`config.mk`:
```
export PLATFORM = sky130hd
export DESIGN_NAME = icache_top
export DESIGN_NICKNAME = d
export VERILOG_FILES = /design/src/common/icache_pkg.sv /design/src/source/icache_top.sv /design/src/source/icache_regs.sv /design/src/icache/icache_ctrl.sv /design/src/icache/icache_line_fill.sv /design/src/icache/icache_ram.sv
export SDC_FILE = /design/constraint.sdc
export NUM_CORES = 2
export LEC_CHECK = 0
export ABC_CLOCK_PERIOD_IN_PS = 6900
export BUFFER_PORTS_ARGS = -buffer_cell sky130_fd_sc_hd__buf_2
export CORE_MARGIN = 3
export CORE_UTILIZATION = 35
export DETAILED_ROUTE_END_ITERATION = 7
export PLACE_DENSITY = 0.5
export SLEW_MARGIN = 0
export SYNTH_ARGS = -nofsm -noshare
export SYNTH_HDL_FRONTEND = slang
export SYNTH_SLANG_ARGS = --single-unit
```
`constraint.sdc`:
```
create_clock -name clk_i -period 6.9 [get_ports clk_i]
set_input_delay 0 -clock clk_i [delete_from_list [all_inputs] [get_ports clk_i]]
set_output_delay 0 -clock clk_i [all_outputs]
set_load 0.03 [all_outputs]
```
`src/common/icache_pkg.sv`:
```
package icache_pkg;

   localparam int ADDR_W    = 32;                // byte address, front end and axi
   localparam int DATA_W    = 32;                // word width on both sides
   localparam int BYTES_W   = 2;                 // log2 of bytes per word
   localparam int SEL_W     = DATA_W / 8;        // wishbone byte selects
   localparam int REG_OFF_W = ADDR_W - BYTES_W;  // word offset into the register block

   // wishbone classic, master to slave
   typedef struct packed {
      logic              cyc;
      logic              stb;
      logic              we;
      logic [ADDR_W-1:0] adr;
      logic [DATA_W-1:0] dat;
      logic [SEL_W-1:0]  sel;
   } wb_req_t;

   // wishbone classic, slave to master
   typedef struct packed {
      logic              ack;
      logic              err;
      logic [DATA_W-1:0] dat;
   } wb_rsp_t;

   // axi read address channel, constant-only signals left out
   typedef struct packed {
      logic              arvalid;
      logic [ADDR_W-1:0] araddr;
      logic [7:0]        arlen;
      logic [2:0]        arsize;
      logic [1:0]        arburst;
   } axi_ar_t;

   // axi read data channel
   typedef struct packed {
      logic              rvalid;
      logic [DATA_W-1:0] rdata;
      logic [1:0]        rresp;
      logic              rlast;
   } axi_r_t;

   localparam logic [REG_OFF_W-1:0] REG_CTRL   = 'd0;  // enable, invalidate
   localparam logic [REG_OFF_W-1:0] REG_STATUS = 'd1;  // busy
   localparam logic [REG_OFF_W-1:0] REG_HITS   = 'd2;
   localparam logic [REG_OFF_W-1:0] REG_MISSES = 'd3;

   // register block to controller
   typedef struct packed {
      logic enable;
      logic invalidate;  // single cycle pulse
   } cache_cfg_t;

   // controller to register block
   typedef struct packed {
      logic hit;   // one pulse per read
      logic miss;  // one pulse per read
      logic busy;
   } cache_evt_t;

endpackage
```
`src/source/icache_top.sv`:
```
`timescale 1ns/1ps

module icache_top #(
   parameter int INDEX_W  = 4,
   parameter int OFFSET_W = 2
) (
   input  logic                clk_i,
   input  logic                reset,

   input  icache_pkg::wb_req_t cpu_req_i,
   output icache_pkg::wb_rsp_t cpu_rsp_o,

   input  icache_pkg::wb_req_t reg_req_i,
   output icache_pkg::wb_rsp_t reg_rsp_o,

   output icache_pkg::axi_ar_t axi_ar_o,
   input  logic                axi_arready_i,
   input  icache_pkg::axi_r_t  axi_r_i,
   output logic                axi_rready_o
);

   localparam int LINE_LSB = OFFSET_W + icache_pkg::BYTES_W;
   localparam int TAG_W    = icache_pkg::ADDR_W - INDEX_W - LINE_LSB;
   localparam int LADDR_W  = icache_pkg::ADDR_W - LINE_LSB;

   typedef logic [TAG_W-1:0]              tag_entry_t;
   typedef logic [icache_pkg::DATA_W-1:0] data_entry_t;

   icache_pkg::cache_cfg_t        cfg;
   icache_pkg::cache_evt_t        evt;

   logic [INDEX_W-1:0]            tag_addr;
   logic                          tag_we;
   logic [TAG_W-1:0]              tag_wdata;
   tag_entry_t                    tag_rdata;

   logic [INDEX_W+OFFSET_W-1:0]   ctrl_data_addr;
   logic [INDEX_W+OFFSET_W-1:0]   data_addr;
   data_entry_t                   data_rdata;

   logic                          replace_valid;
   logic [LADDR_W-1:0]            replace_addr;
   logic                          replace;
   logic                          fill_valid;
   logic [OFFSET_W-1:0]           fill_word;
   logic [icache_pkg::DATA_W-1:0] fill_data;

   // fill engine owns the data memory address while a line loads
   assign data_addr = replace ? {replace_addr[INDEX_W-1:0], fill_word} : ctrl_data_addr;

   icache_ctrl #(
      .INDEX_W  (INDEX_W),
      .OFFSET_W (OFFSET_W)
   ) u_ctrl (
      .clk_i           (clk_i),
      .reset           (reset),
      .cpu_req_i       (cpu_req_i),
      .cpu_rsp_o       (cpu_rsp_o),
      .cfg_i           (cfg),
      .evt_o           (evt),
      .tag_addr_o      (tag_addr),
      .tag_we_o        (tag_we),
      .tag_wdata_o     (tag_wdata),
      .tag_rdata_i     (tag_rdata),
      .data_addr_o     (ctrl_data_addr),
      .data_rdata_i    (data_rdata),
      .replace_valid_o (replace_valid),
      .replace_addr_o  (replace_addr),
      .replace_i       (replace)
   );

   icache_line_fill #(
      .ADDR_W   (icache_pkg::ADDR_W),
      .OFFSET_W (OFFSET_W)
   ) u_line_fill (
      .clk_i           (clk_i),
      .reset           (reset),
      .replace_valid_i (replace_valid),
      .replace_addr_i  (replace_addr),
      .replace_o       (replace),
      .fill_valid_o    (fill_valid),
      .fill_word_o     (fill_word),
      .fill_data_o     (fill_data),
      .axi_ar_o        (axi_ar_o),
      .axi_arready_i   (axi_arready_i),
      .axi_r_i         (axi_r_i),
      .axi_rready_o    (axi_rready_o)
   );

   icache_ram #(
      .DEPTH_W (INDEX_W),
      .entry_t (tag_entry_t)
   ) u_tag_ram (
      .clk_i   (clk_i),
      .addr_i  (tag_addr),
      .we_i    (tag_we),
      .wdata_i (tag_wdata),
      .rdata_o (tag_rdata)
   );

   icache_ram #(
      .DEPTH_W (INDEX_W + OFFSET_W),
      .entry_t (data_entry_t)
   ) u_data_ram (
      .clk_i   (clk_i),
      .addr_i  (data_addr),
      .we_i    (fill_valid),
      .wdata_i (fill_data),
      .rdata_o (data_rdata)
   );

   icache_regs u_regs (
      .clk_i     (clk_i),
      .reset     (reset),
      .reg_req_i (reg_req_i),
      .reg_rsp_o (reg_rsp_o),
      .cfg_o     (cfg),
      .evt_i     (evt)
   );

endmodule

```
`src/source/icache_regs.sv`:
```
`timescale 1ns/1ps

module icache_regs (
   input  logic                   clk_i,
   input  logic                   reset,

   input  icache_pkg::wb_req_t    reg_req_i,
   output icache_pkg::wb_rsp_t    reg_rsp_o,

   output icache_pkg::cache_cfg_t cfg_o,
   input  icache_pkg::cache_evt_t evt_i
);

   logic                                pend_q;  // request sampled, answer next edge
   logic                                ack_q;
   logic                                err_q;
   logic [icache_pkg::DATA_W-1:0]       dat_q;
   logic                                enable_q;
   logic                                inval_q;
   logic [icache_pkg::DATA_W-1:0]       hits_q;
   logic [icache_pkg::DATA_W-1:0]       misses_q;

   logic [icache_pkg::REG_OFF_W-1:0]    word;
   logic                                mapped;
   logic [icache_pkg::DATA_W-1:0]       rd_data;

   assign word = reg_req_i.adr[icache_pkg::ADDR_W-1:icache_pkg::BYTES_W];

   always_comb begin
      mapped  = 1'b1;
      rd_data = '0;
      case (word)
         icache_pkg::REG_CTRL:   rd_data[0] = enable_q;  // invalidate reads back 0
         icache_pkg::REG_STATUS: rd_data[0] = evt_i.busy;
         icache_pkg::REG_HITS:   rd_data    = hits_q;
         icache_pkg::REG_MISSES: rd_data    = misses_q;
         default:                mapped     = 1'b0;
      endcase
   end

   assign reg_rsp_o = '{ack: ack_q, err: err_q, dat: dat_q};
   assign cfg_o     = '{enable: enable_q, invalidate: inval_q};

   always_ff @(posedge clk_i or posedge reset) begin
      if (reset) begin
         pend_q   <= 1'b0;
         ack_q    <= 1'b0;
         err_q    <= 1'b0;
         enable_q <= 1'b1;
         inval_q  <= 1'b0;
         hits_q   <= '0;
         misses_q <= '0;
      end else begin
         ack_q   <= 1'b0;
         err_q   <= 1'b0;
         inval_q <= 1'b0;
         if (evt_i.hit && (hits_q != '1)) begin
            hits_q <= hits_q + 1'b1;  // saturates
         end
         if (evt_i.miss && (misses_q != '1)) begin
            misses_q <= misses_q + 1'b1;
         end
         if (pend_q) begin
            pend_q <= 1'b0;
            ack_q  <= mapped;
            err_q  <= !mapped;
            if (reg_req_i.we && mapped) begin
               case (word)
                  icache_pkg::REG_CTRL: begin
                     if (reg_req_i.sel[0]) begin
                        enable_q <= reg_req_i.dat[0];
                        inval_q  <= reg_req_i.dat[1];
                     end
                  end
                  icache_pkg::REG_HITS:   hits_q   <= '0;  // clear wins over a hit
                  icache_pkg::REG_MISSES: misses_q <= '0;
                  default: ;
               endcase
            end
         end else if (reg_req_i.cyc && reg_req_i.stb && !ack_q && !err_q) begin
            pend_q <= 1'b1;
         end
      end
   end

   always_ff @(posedge clk_i) begin
      if (pend_q) begin
         dat_q <= rd_data;
      end
   end

endmodule

```
`src/icache/icache_ctrl.sv`:
```
`timescale 1ns/1ps

module icache_ctrl #(
   parameter int  INDEX_W  = 4,
   parameter int  OFFSET_W = 2,
   localparam int LINE_LSB = OFFSET_W + icache_pkg::BYTES_W,
   localparam int TAG_LSB  = LINE_LSB + INDEX_W,
   localparam int TAG_W    = icache_pkg::ADDR_W - TAG_LSB
) (
   input  logic                             clk_i,
   input  logic                             reset,

   input  icache_pkg::wb_req_t              cpu_req_i,
   output icache_pkg::wb_rsp_t              cpu_rsp_o,

   input  icache_pkg::cache_cfg_t           cfg_i,
   output icache_pkg::cache_evt_t           evt_o,

   output logic [INDEX_W-1:0]               tag_addr_o,
   output logic                             tag_we_o,
   output logic [TAG_W-1:0]                 tag_wdata_o,
   input  logic [TAG_W-1:0]                 tag_rdata_i,

   output logic [INDEX_W+OFFSET_W-1:0]      data_addr_o,
   input  logic [icache_pkg::DATA_W-1:0]    data_rdata_i,

   output logic                             replace_valid_o,
   output logic [icache_pkg::ADDR_W-LINE_LSB-1:0] replace_addr_o,
   input  logic                             replace_i
);

   typedef enum logic [1:0] {
      S_IDLE,
      S_LOOKUP,
      S_REFILL,
      S_RESPOND
   } ctrl_state_t;

   ctrl_state_t                   state_q;
   logic                          ack_q;
   logic                          err_q;
   logic [icache_pkg::DATA_W-1:0] dat_q;
   logic [2**INDEX_W-1:0]         valid_q;
   logic                          refilled_q;     // line was just loaded for this read
   logic                          inval_pend_q;   // invalidate waiting for idle

   logic                          req_valid;
   logic [INDEX_W-1:0]            req_index;
   logic [OFFSET_W-1:0]           req_offset;
   logic [TAG_W-1:0]              req_tag;
   logic                          tag_hit;
   logic                          lookup_read;

   // the master holds adr until ack, so the memories follow it directly
   assign req_index  = cpu_req_i.adr[TAG_LSB-1:LINE_LSB];
   assign req_offset = cpu_req_i.adr[LINE_LSB-1:icache_pkg::BYTES_W];
   assign req_tag    = cpu_req_i.adr[icache_pkg::ADDR_W-1:TAG_LSB];
   assign req_valid  = cpu_req_i.cyc && cpu_req_i.stb && !ack_q && !err_q;

   assign tag_addr_o  = req_index;
   assign data_addr_o = {req_index, req_offset};  // top swaps in the fill address
   assign tag_wdata_o = req_tag;
   assign tag_we_o    = (state_q == S_REFILL) && !replace_i;

   // disabled cache never hits
   assign tag_hit     = cfg_i.enable && valid_q[req_index] && (tag_rdata_i == req_tag);
   assign lookup_read = (state_q == S_LOOKUP) && !cpu_req_i.we;

   assign replace_valid_o = lookup_read && !refilled_q && !tag_hit;
   assign replace_addr_o  = cpu_req_i.adr[icache_pkg::ADDR_W-1:LINE_LSB];

   assign evt_o = '{
      hit:  lookup_read && !refilled_q && tag_hit,
      miss: lookup_read && !refilled_q && !tag_hit,
      busy: (state_q != S_IDLE)
   };

   assign cpu_rsp_o = '{ack: ack_q, err: err_q, dat: dat_q};

   always_ff @(posedge clk_i or posedge reset) begin
      if (reset) begin
         state_q      <= S_IDLE;
         ack_q        <= 1'b0;
         err_q        <= 1'b0;
         valid_q      <= '0;
         refilled_q   <= 1'b0;
         inval_pend_q <= 1'b0;
      end else begin
         ack_q <= 1'b0;
         err_q <= 1'b0;
         case (state_q)
            S_IDLE: begin
               if (inval_pend_q) begin
                  valid_q      <= '0;
                  inval_pend_q <= 1'b0;
               end
               if (req_valid) begin
                  state_q <= S_LOOKUP;  // memories read on this edge
               end
            end
            S_LOOKUP: begin
               if (cpu_req_i.we || refilled_q || tag_hit) begin
                  refilled_q <= 1'b0;
                  state_q    <= S_RESPOND;
               end else begin
                  state_q <= S_REFILL;
               end
            end
            S_REFILL: begin
               if (!replace_i) begin
                  valid_q[req_index] <= 1'b1;  // tag written on the same edge
                  refilled_q         <= 1'b1;
                  state_q            <= S_LOOKUP;
               end
            end
            default: begin
               ack_q   <= !cpu_req_i.we;
               err_q   <= cpu_req_i.we;  // cache port is read only
               state_q <= S_IDLE;
            end
         endcase
         if (cfg_i.invalidate) begin
            inval_pend_q <= 1'b1;
         end
      end
   end

   always_ff @(posedge clk_i) begin
      if (state_q == S_RESPOND) begin
         dat_q <= data_rdata_i;
      end
   end

endmodule

```
`src/icache/icache_line_fill.sv`:
```
`timescale 1ns/1ps

module icache_line_fill #(
   parameter int  ADDR_W   = 32,
   parameter int  OFFSET_W = 2,
   localparam int LINE_LSB = OFFSET_W + icache_pkg::BYTES_W
) (
   input  logic                          clk_i,
   input  logic                          reset,

   input  logic                          replace_valid_i,  // fill request pulse
   input  logic [ADDR_W-1:LINE_LSB]      replace_addr_i,   // tag and index of the line
   output logic                          replace_o,        // high while busy

   output logic                          fill_valid_o,
   output logic [OFFSET_W-1:0]           fill_word_o,
   output logic [icache_pkg::DATA_W-1:0] fill_data_o,

   output icache_pkg::axi_ar_t           axi_ar_o,
   input  logic                          axi_arready_i,
   input  icache_pkg::axi_r_t            axi_r_i,
   output logic                          axi_rready_o
);

   typedef enum logic [1:0] {
      F_IDLE,
      F_ADDR,
      F_LOAD,
      F_END
   } fill_state_t;

   fill_state_t state_q;
   logic        slave_err_q;  // any beat of the burst had a nonzero rresp
   logic        beat;

   assign beat = (state_q == F_LOAD) && axi_r_i.rvalid;

   // burst request, line aligned and incrementing
   assign axi_ar_o = '{
      arvalid: (state_q == F_ADDR),
      araddr:  {replace_addr_i, {LINE_LSB{1'b0}}},
      arlen:   8'(2**OFFSET_W - 1),
      arsize:  3'(icache_pkg::BYTES_W),
      arburst: 2'b01
   };

   assign axi_rready_o = (state_q == F_LOAD);
   assign replace_o    = (state_q != F_IDLE);

   // every accepted beat goes straight to the data memory
   assign fill_valid_o = beat;
   assign fill_data_o  = axi_r_i.rdata;

   always_ff @(posedge clk_i or posedge reset) begin
      if (reset) begin
         state_q     <= F_IDLE;
         slave_err_q <= 1'b0;
         fill_word_o <= '0;
      end else begin
         case (state_q)
            F_IDLE: begin
               slave_err_q <= 1'b0;
               fill_word_o <= '0;
               if (replace_valid_i) begin
                  state_q <= F_ADDR;
               end
            end
            F_ADDR: begin
               slave_err_q <= 1'b0;  // also the restart point after an error
               fill_word_o <= '0;
               if (axi_arready_i) begin
                  state_q <= F_LOAD;
               end
            end
            F_LOAD: begin
               if (beat) begin
                  if (axi_r_i.rresp != 2'b00) begin
                     slave_err_q <= 1'b1;  // burst cannot be cut short, so remember it
                  end
                  if (axi_r_i.rlast) begin
                     state_q <= F_END;   // keep word index on the last beat
                  end else begin
                     fill_word_o <= fill_word_o + OFFSET_W'(1);
                  end
               end
            end
            default: begin
               // one cycle for the last memory write to land
               state_q <= slave_err_q ? F_ADDR : F_IDLE;
            end
         endcase
      end
   end

endmodule

```
`src/icache/icache_ram.sv`:
```
`timescale 1ns/1ps

module icache_ram #(
   parameter int  DEPTH_W = 4,
   parameter type entry_t = logic [31:0]
) (
   input  logic               clk_i,
   input  logic [DEPTH_W-1:0] addr_i,
   input  logic               we_i,
   input  entry_t             wdata_i,
   output entry_t             rdata_o
);

   entry_t mem [2**DEPTH_W];

   always_ff @(posedge clk_i) begin
      rdata_o <= mem[addr_i];       // old contents come out on a write
      if (we_i) begin
         mem[addr_i] <= wdata_i;
      end
   end

endmodule

```
# After elaboration in Yosys (flattened, before gate mapping)
# Memories as Yosys holds them, arrays and structs flattened. A register that Yosys moved wholly into a read port is not among the register bits.
# Index checks and enable logic that the tools add are counted.
# word_totals
ff_bits	160
mem_bits_rw	2432
output_inout_bits	115
n_memories	2
# classes
addsub	3
magnitude_cmp	2
n_eq_ne	21
mux	54
n_bitwise	1
n_reduce_logical	49
# memory_table
name	depth	word_bits	rd	rd_ports_with_merged_regs	wr	line_no	source
u_data_ram.mem	64	32	1	1	1	icache_ram.sv:14	entry_t mem [2**DEPTH_W];
u_tag_ram.mem	16	24	1	1	1	icache_ram.sv:14	
# op_table
operator	n
$mux W32	8
$add A32 B1 Y32 const B	2
$ne A32 B32 Y1 const B	2
$pmux W31 S2	1
$eq A30 B2 Y1 const B	2
$mux W16	2
$pmux W16 S2	1
$eq A30 B1 Y1 const B	1
$logic_not A30 Y1	1
$mux W1	25
$eq A24 B24 Y1	1
$logic_and A1 B1 Y1	18
$mux W2	9
$or A16 B16 Y16	1
$reduce_bool A2 Y1	7
$pmux W2 S3	2
$reduce_and A3 Y1	4
$ne A2 B1 Y1 const B	5
$ne A2 B2 Y1 const B	5
$logic_not A1 Y1	9
$reduce_and A4 Y1	2
$eq A2 B2 Y1 const B	3
$lt A4 B5 Y1 const B	1
$bmux W1 S4	1
13 further kinds	17

# Depth between registers and ports, before layout
# logic_depth
word_depth	11
mapped_depth	12
ltp_nobuf	8

# Cells and area by module
# From an unflattened synthesis, not the netlist that was laid out.
# hier_totals
cells_unflattened	5737
area_unflattened_um2	102938.7
# by_module_without_submodules
module	n_inst	cells_per_inst	area_each_um2
icache_ram at u_data_ram	1	4239	78928.2
icache_ram at u_tag_ram	1	637	14955.6
icache_regs	1	503	5247.5
icache_ctrl	1	235	2763.9
icache_line_fill	1	116	942.2
icache_top	1	7	101.3

# Worst setup path after synthesis
# Ideal clock, no wire load.
# synth_timing
path_kind	register -> register
start	reg u_line_fill.state_q[0]
end	mem u_data_ram.mem[24][0] (netlist bit) (enable)
setup_ps	421
arrival_ps	2941
required_time_ps	6479
path_slack_ps	3538
path_stages_with_launch	7
path_buffers	1
period_less_slack_ps	3362
path_cell_list	dfrtp_1 > inv_1 > ha_1 > and2_1 > clkbuf_1 > nand3_1 > nor2_1
# synth_via
elab_chain_cells	4
word_cells_on_any_way	6
cone_classes	eq/ne: 1; mux: 3; reduce/logical: 2
# synth_lines
element	line_no	source
start: declaration	icache_line_fill.sv:32	fill_state_t state_q;
start signal: assignment	icache_line_fill.sv:89	state_q <= slave_err_q ? F_ADDR : F_IDLE;
$eq A2 B2 Y1	n/a	
named net axi_rready_o	icache_top.sv:19	output logic axi_rready_o
$logic_and A1 B1 Y1	icache_line_fill.sv:36	assign beat = (state_q == F_LOAD) && axi_r_i.rvalid;
$mux W1	icache_ram.sv:18	if (we_i) begin
$mux W1 (not written as such)	icache_ram.sv:19	mem[addr_i] <= wdata_i;
end: declaration	icache_ram.sv:14	
# The timed path passes the listed nets, and every way through them passes these cells.

# Final worst setup path
# layout_timing
start	reg u_line_fill.state_q[0]
end	reg u_data_ram.rdata_o[23] (netlist bit), read port of u_data_ram.mem
# layout_via
elab_chain_cells	2
# layout_lines
element	line_no	source
$reduce_bool A2 Y1	icache_line_fill.sv:48	assign replace_o = (state_q != F_IDLE);
$mux W2	icache_top.sv:49	assign data_addr = replace ? {replace_addr[INDEX_W-1:0], fill_word} : ctrl_data_addr;
end: declaration	icache_ram.sv:11	output entry_t rdata_o
# No other way between the ends.
# A chain may end at the register's enable or synchronous reset.

==> results.ini <==
[worst_setup_path]
criticalPathCategory = reg -> reg
cp_cell_sequence = inv_1 > ha_1 > nand2b_1 > o22ai_4 > buf_4 > buf_4 > a22oi_1 > a41oi_1 > nor2_1 > nand3_1
timing.critical_path.to = u_data_ram.rdata_o[23]
data_arrival_at_the_endpoint_of_the_critical_path_ns = 5.12
worst_ep_required_time_ns = 7.67
ff2ff_path_depth = 10
critPathLaunchType = flip-flop
cp_max_stage_delay_ns = 0.94
setup.worst_path.start = u_line_fill.state_q[0]
r2r_start = u_line_fill.state_q[0]
critPathMostFrequentCell = sky130_fd_sc_hd__buf_4
crit_path_end_kind = flip-flop
slowest_stage = sky130_fd_sc_hd__o22ai_4
critical_path.max_fanout = 46
reg2reg_slack_ns = 2.55
worst_r2r_dst = u_data_ram.rdata_o[23]

[sta]
layout_worst_path_cycle_share_pct = 63.0
tightest_slew_ns = 1.31
achievable-frequency_mhz = 230
final_slew_violations = 0
hold_ws_ns = 0.0817
finalClockSkew_ns = 0.0887
finalSetupViolations = 0
worst_slack_ns = 2.55
setup-tns-final_ns = 0
hold_violations = 0
layout_min_cycle_time_ns = 4.35
grt_setup_unrepaired = false
relSlewSlack_pct = 12.9

[min_path]
path_type_of_the_worst_min_delay_path = in -> reg

[global_route]
grt_max_degree = 124
global_route.usage.total_pct = 19.9
grt_antenna_before_repair = 20
via_count_of_the_first_global_routing_pass = 54500
global_route.overflow_total = 0
grt_pass1_wl_mm = 411

[synth]
ys.warnings.count = 0
synth_flop_cell = sky130_fd_sc_hd__edfxtp_1
synthesis.area_mm2 = 0.0976
ys_seq_elements = 2648
synth_area_per_cell_um2 = 18.6
synth_cell_type_count = 62
synth_enable_flop_cells = 2496
synth_cells = 5248
async_flop_share_pct = 3.63
synth-seq-area-share_pct = 80.4

[clocking]
max-clock-path-buffers = 4
numCtsBuffers = 284
post-cts-setup-buffer-count = 0
clk_transition_reported_paths_ns = 0.06
ctsHtreeMaxLevel = 5
clock_insertion_delay_worst_skew_ns = 0.85
numClockSinks = 2648
cts_repair_resize_count = 0
tritoncts = yes
cts-root-buf = sky130_fd_sc_hd__clkbuf_16

[flow_run]
number_of_violations_of_the_max_capacitance_limit = 0

[place]
placed_cells = 8979
pre_cts_ws_ns = 2.44
port-buffer-count = 205
detailed_place_hpwl_mm = 150
gpl.final_weighted_congestion = 0.764
post_dp_cell_area_mm2 = 0.104

[route]
route.detailed.drc = 0
routed_via_density = 5.65
drtIter0Drc = 5652
drt-wirelength-per-cell_um = 30.4
dr_total_vias = 54100
wirelength_mm = 292
drtPass1Iterations = 6
detail-route-antenna-nets = 0

[power]
total_power_mw = 37.8
pwr_density_cell_mw_per_mm2 = 332
irDropWorstVdd_v = 0.000286
static-leakage-power_nw = 34.8

[cells_and_area]
layout.cells.most_common_list = sky130_fd_sc_hd__edfxtp_1, sky130_fd_sc_hd__a22oi_1, sky130_fd_sc_hd__clkbuf_16, sky130_fd_sc_hd__buf_2, sky130_fd_sc_hd__buf_4
fillers = 24400
layout-drive-gt1-share_pct = 17.7
fin_nets = 5841
layout_commonest_cell = sky130_fd_sc_hd__edfxtp_1
flow.area_growth_from_synthesis_pct = 16.8
post_layout_inst_area_mm2 = 0.114
instances_no_fill = 9578
fin_util_pct = 41.1

[floorplanning]
core_mm2 = 0.277
die_height_um = 534
die-area_mm2 = 0.285
start_util_pct = 35.2
die-width_um = 534
rows = 193
pin_count = 296

[status]
status = finished, final reports clean

-- worst min-delay path by stage --
stage                             start  cells after the start                   to
after floorplan           cpu_req_i[68]                      1         u_ctrl.ack_q
after global placement            reset                      2  u_regs.misses_q[27]
after detailed placement          reset                      2  u_regs.misses_q[27]
after CTS                  reg_req_i[0]                      4       u_regs.inval_q
after global routing       reg_req_i[0]                      4       u_regs.inval_q
final                      reg_req_i[0]                      4       u_regs.inval_q
-- synth_stat cells (all sizes together), types with 23 or more instances --
| cell | n | area (um2) |
|---|---|---|
| edfxtp | 2496 | 75000 |
| clkbuf | 226 | 848 |
| a41oi | 160 | 1400 |
| xnor2 | 23 | 201 |
| or3 | 45 | 282 |
| buf | 158 | 881 |
| and3 | 23 | 144 |
| a22oi | 1057 | 7940 |
| mux2i | 36 | 360 |
| dfxtp | 56 | 1120 |
| mux4 | 124 | 2790 |
| nand3 | 70 | 355 |
| nand2 | 58 | 218 |
| o21ai | 43 | 215 |
| a21oi | 47 | 235 |
| nand4 | 135 | 860 |
| dfrtp | 95 | 2380 |
| nor2 | 166 | 623 |
| a2111oi | 32 | 280 |
| or4 | 29 | 218 |
-- worst max-delay path: cells and delay by family (launching register included) --
| kind | cells | cell delay (ns) |
|---|---|---|
| flip-flops | 1 | 0.40 |
| adder cells (fa/ha/maj) | 1 | 0.47 |
| AND/OR/NAND/NOR | 3 | 0.61 |
| buffers and inverters | 3 | 1.39 |
| AO/OA/AOI/OAI | 3 | 1.38 |
-- report_power, final --
| group | total (mW) | switching [mW] | internal (mW) | leakage [nW] |
|---|---|---|---|---|
| Clock | 14.8 | 6.17 | 8.63 | 4.37 |
| Combinational | 4.78 | 3.36 | 1.43 | 6.24 |
| Sequential | 18.2 | 0.222 | 18.0 | 24.2 |
-- kinds of logic after synthesis --
| kind of cell | count (synthesis) | synth area share [%] |
|---|---|---|
| compound gates | 1399 | 10.8 |
| simple gates | 614 | 3.40 |
| other cells | 2 | 0.00770 |
| xor+xnor | 24 | 0.215 |
| flops | 2648 | 80.4 |
| buf+inv | 391 | 1.80 |
| mux | 164 | 3.28 |
| fa+ha+maj | 6 | 0.0769 |
-- layout make-up --
class                   count  area (um2)  area share, %
clock inverters           140        1380           1.21
clock buffers             355        7580           6.65
flip-flops and latches   2648       78500           68.9
inverters                   7        28.8         0.0253
diodes                     10        25.0         0.0220
repair buffers            489        3580           3.14
well taps                3705        4640           4.07
multi-input cells        2224       18200           16.0
-- repair_timing --
| action | CTS | global route |
|---|---|---|
| endpoints found under the setup margin | 0 | 0 |
| hold buffers | 94 | 0 |
| endpoints found under the hold margin | 2463 | 0 |
-- metal layers --
metal	track usage, %	part of all wire (%)
met4	4.56	2.1
met3	3.18	6.6
met5	0	0
met1	28.0	43
met2	32.4	48
-- registers in the layout, indices dropped and copies added, names as in the netlist, 2 cells and up --
register and cells:
u_ctrl.dat_q 32, u_ctrl.state_q 2, u_ctrl.valid_q 16, u_data_ram.mem 2048
u_data_ram.rdata_o 32, u_line_fill.fill_word_o 2, u_line_fill.state_q 2, u_regs.dat_q 32
u_regs.hits_q 32, u_regs.misses_q 32, u_tag_ram.mem 384, u_tag_ram.rdata_o 24
No activity file was read; power rests on OpenSTA's default activity.
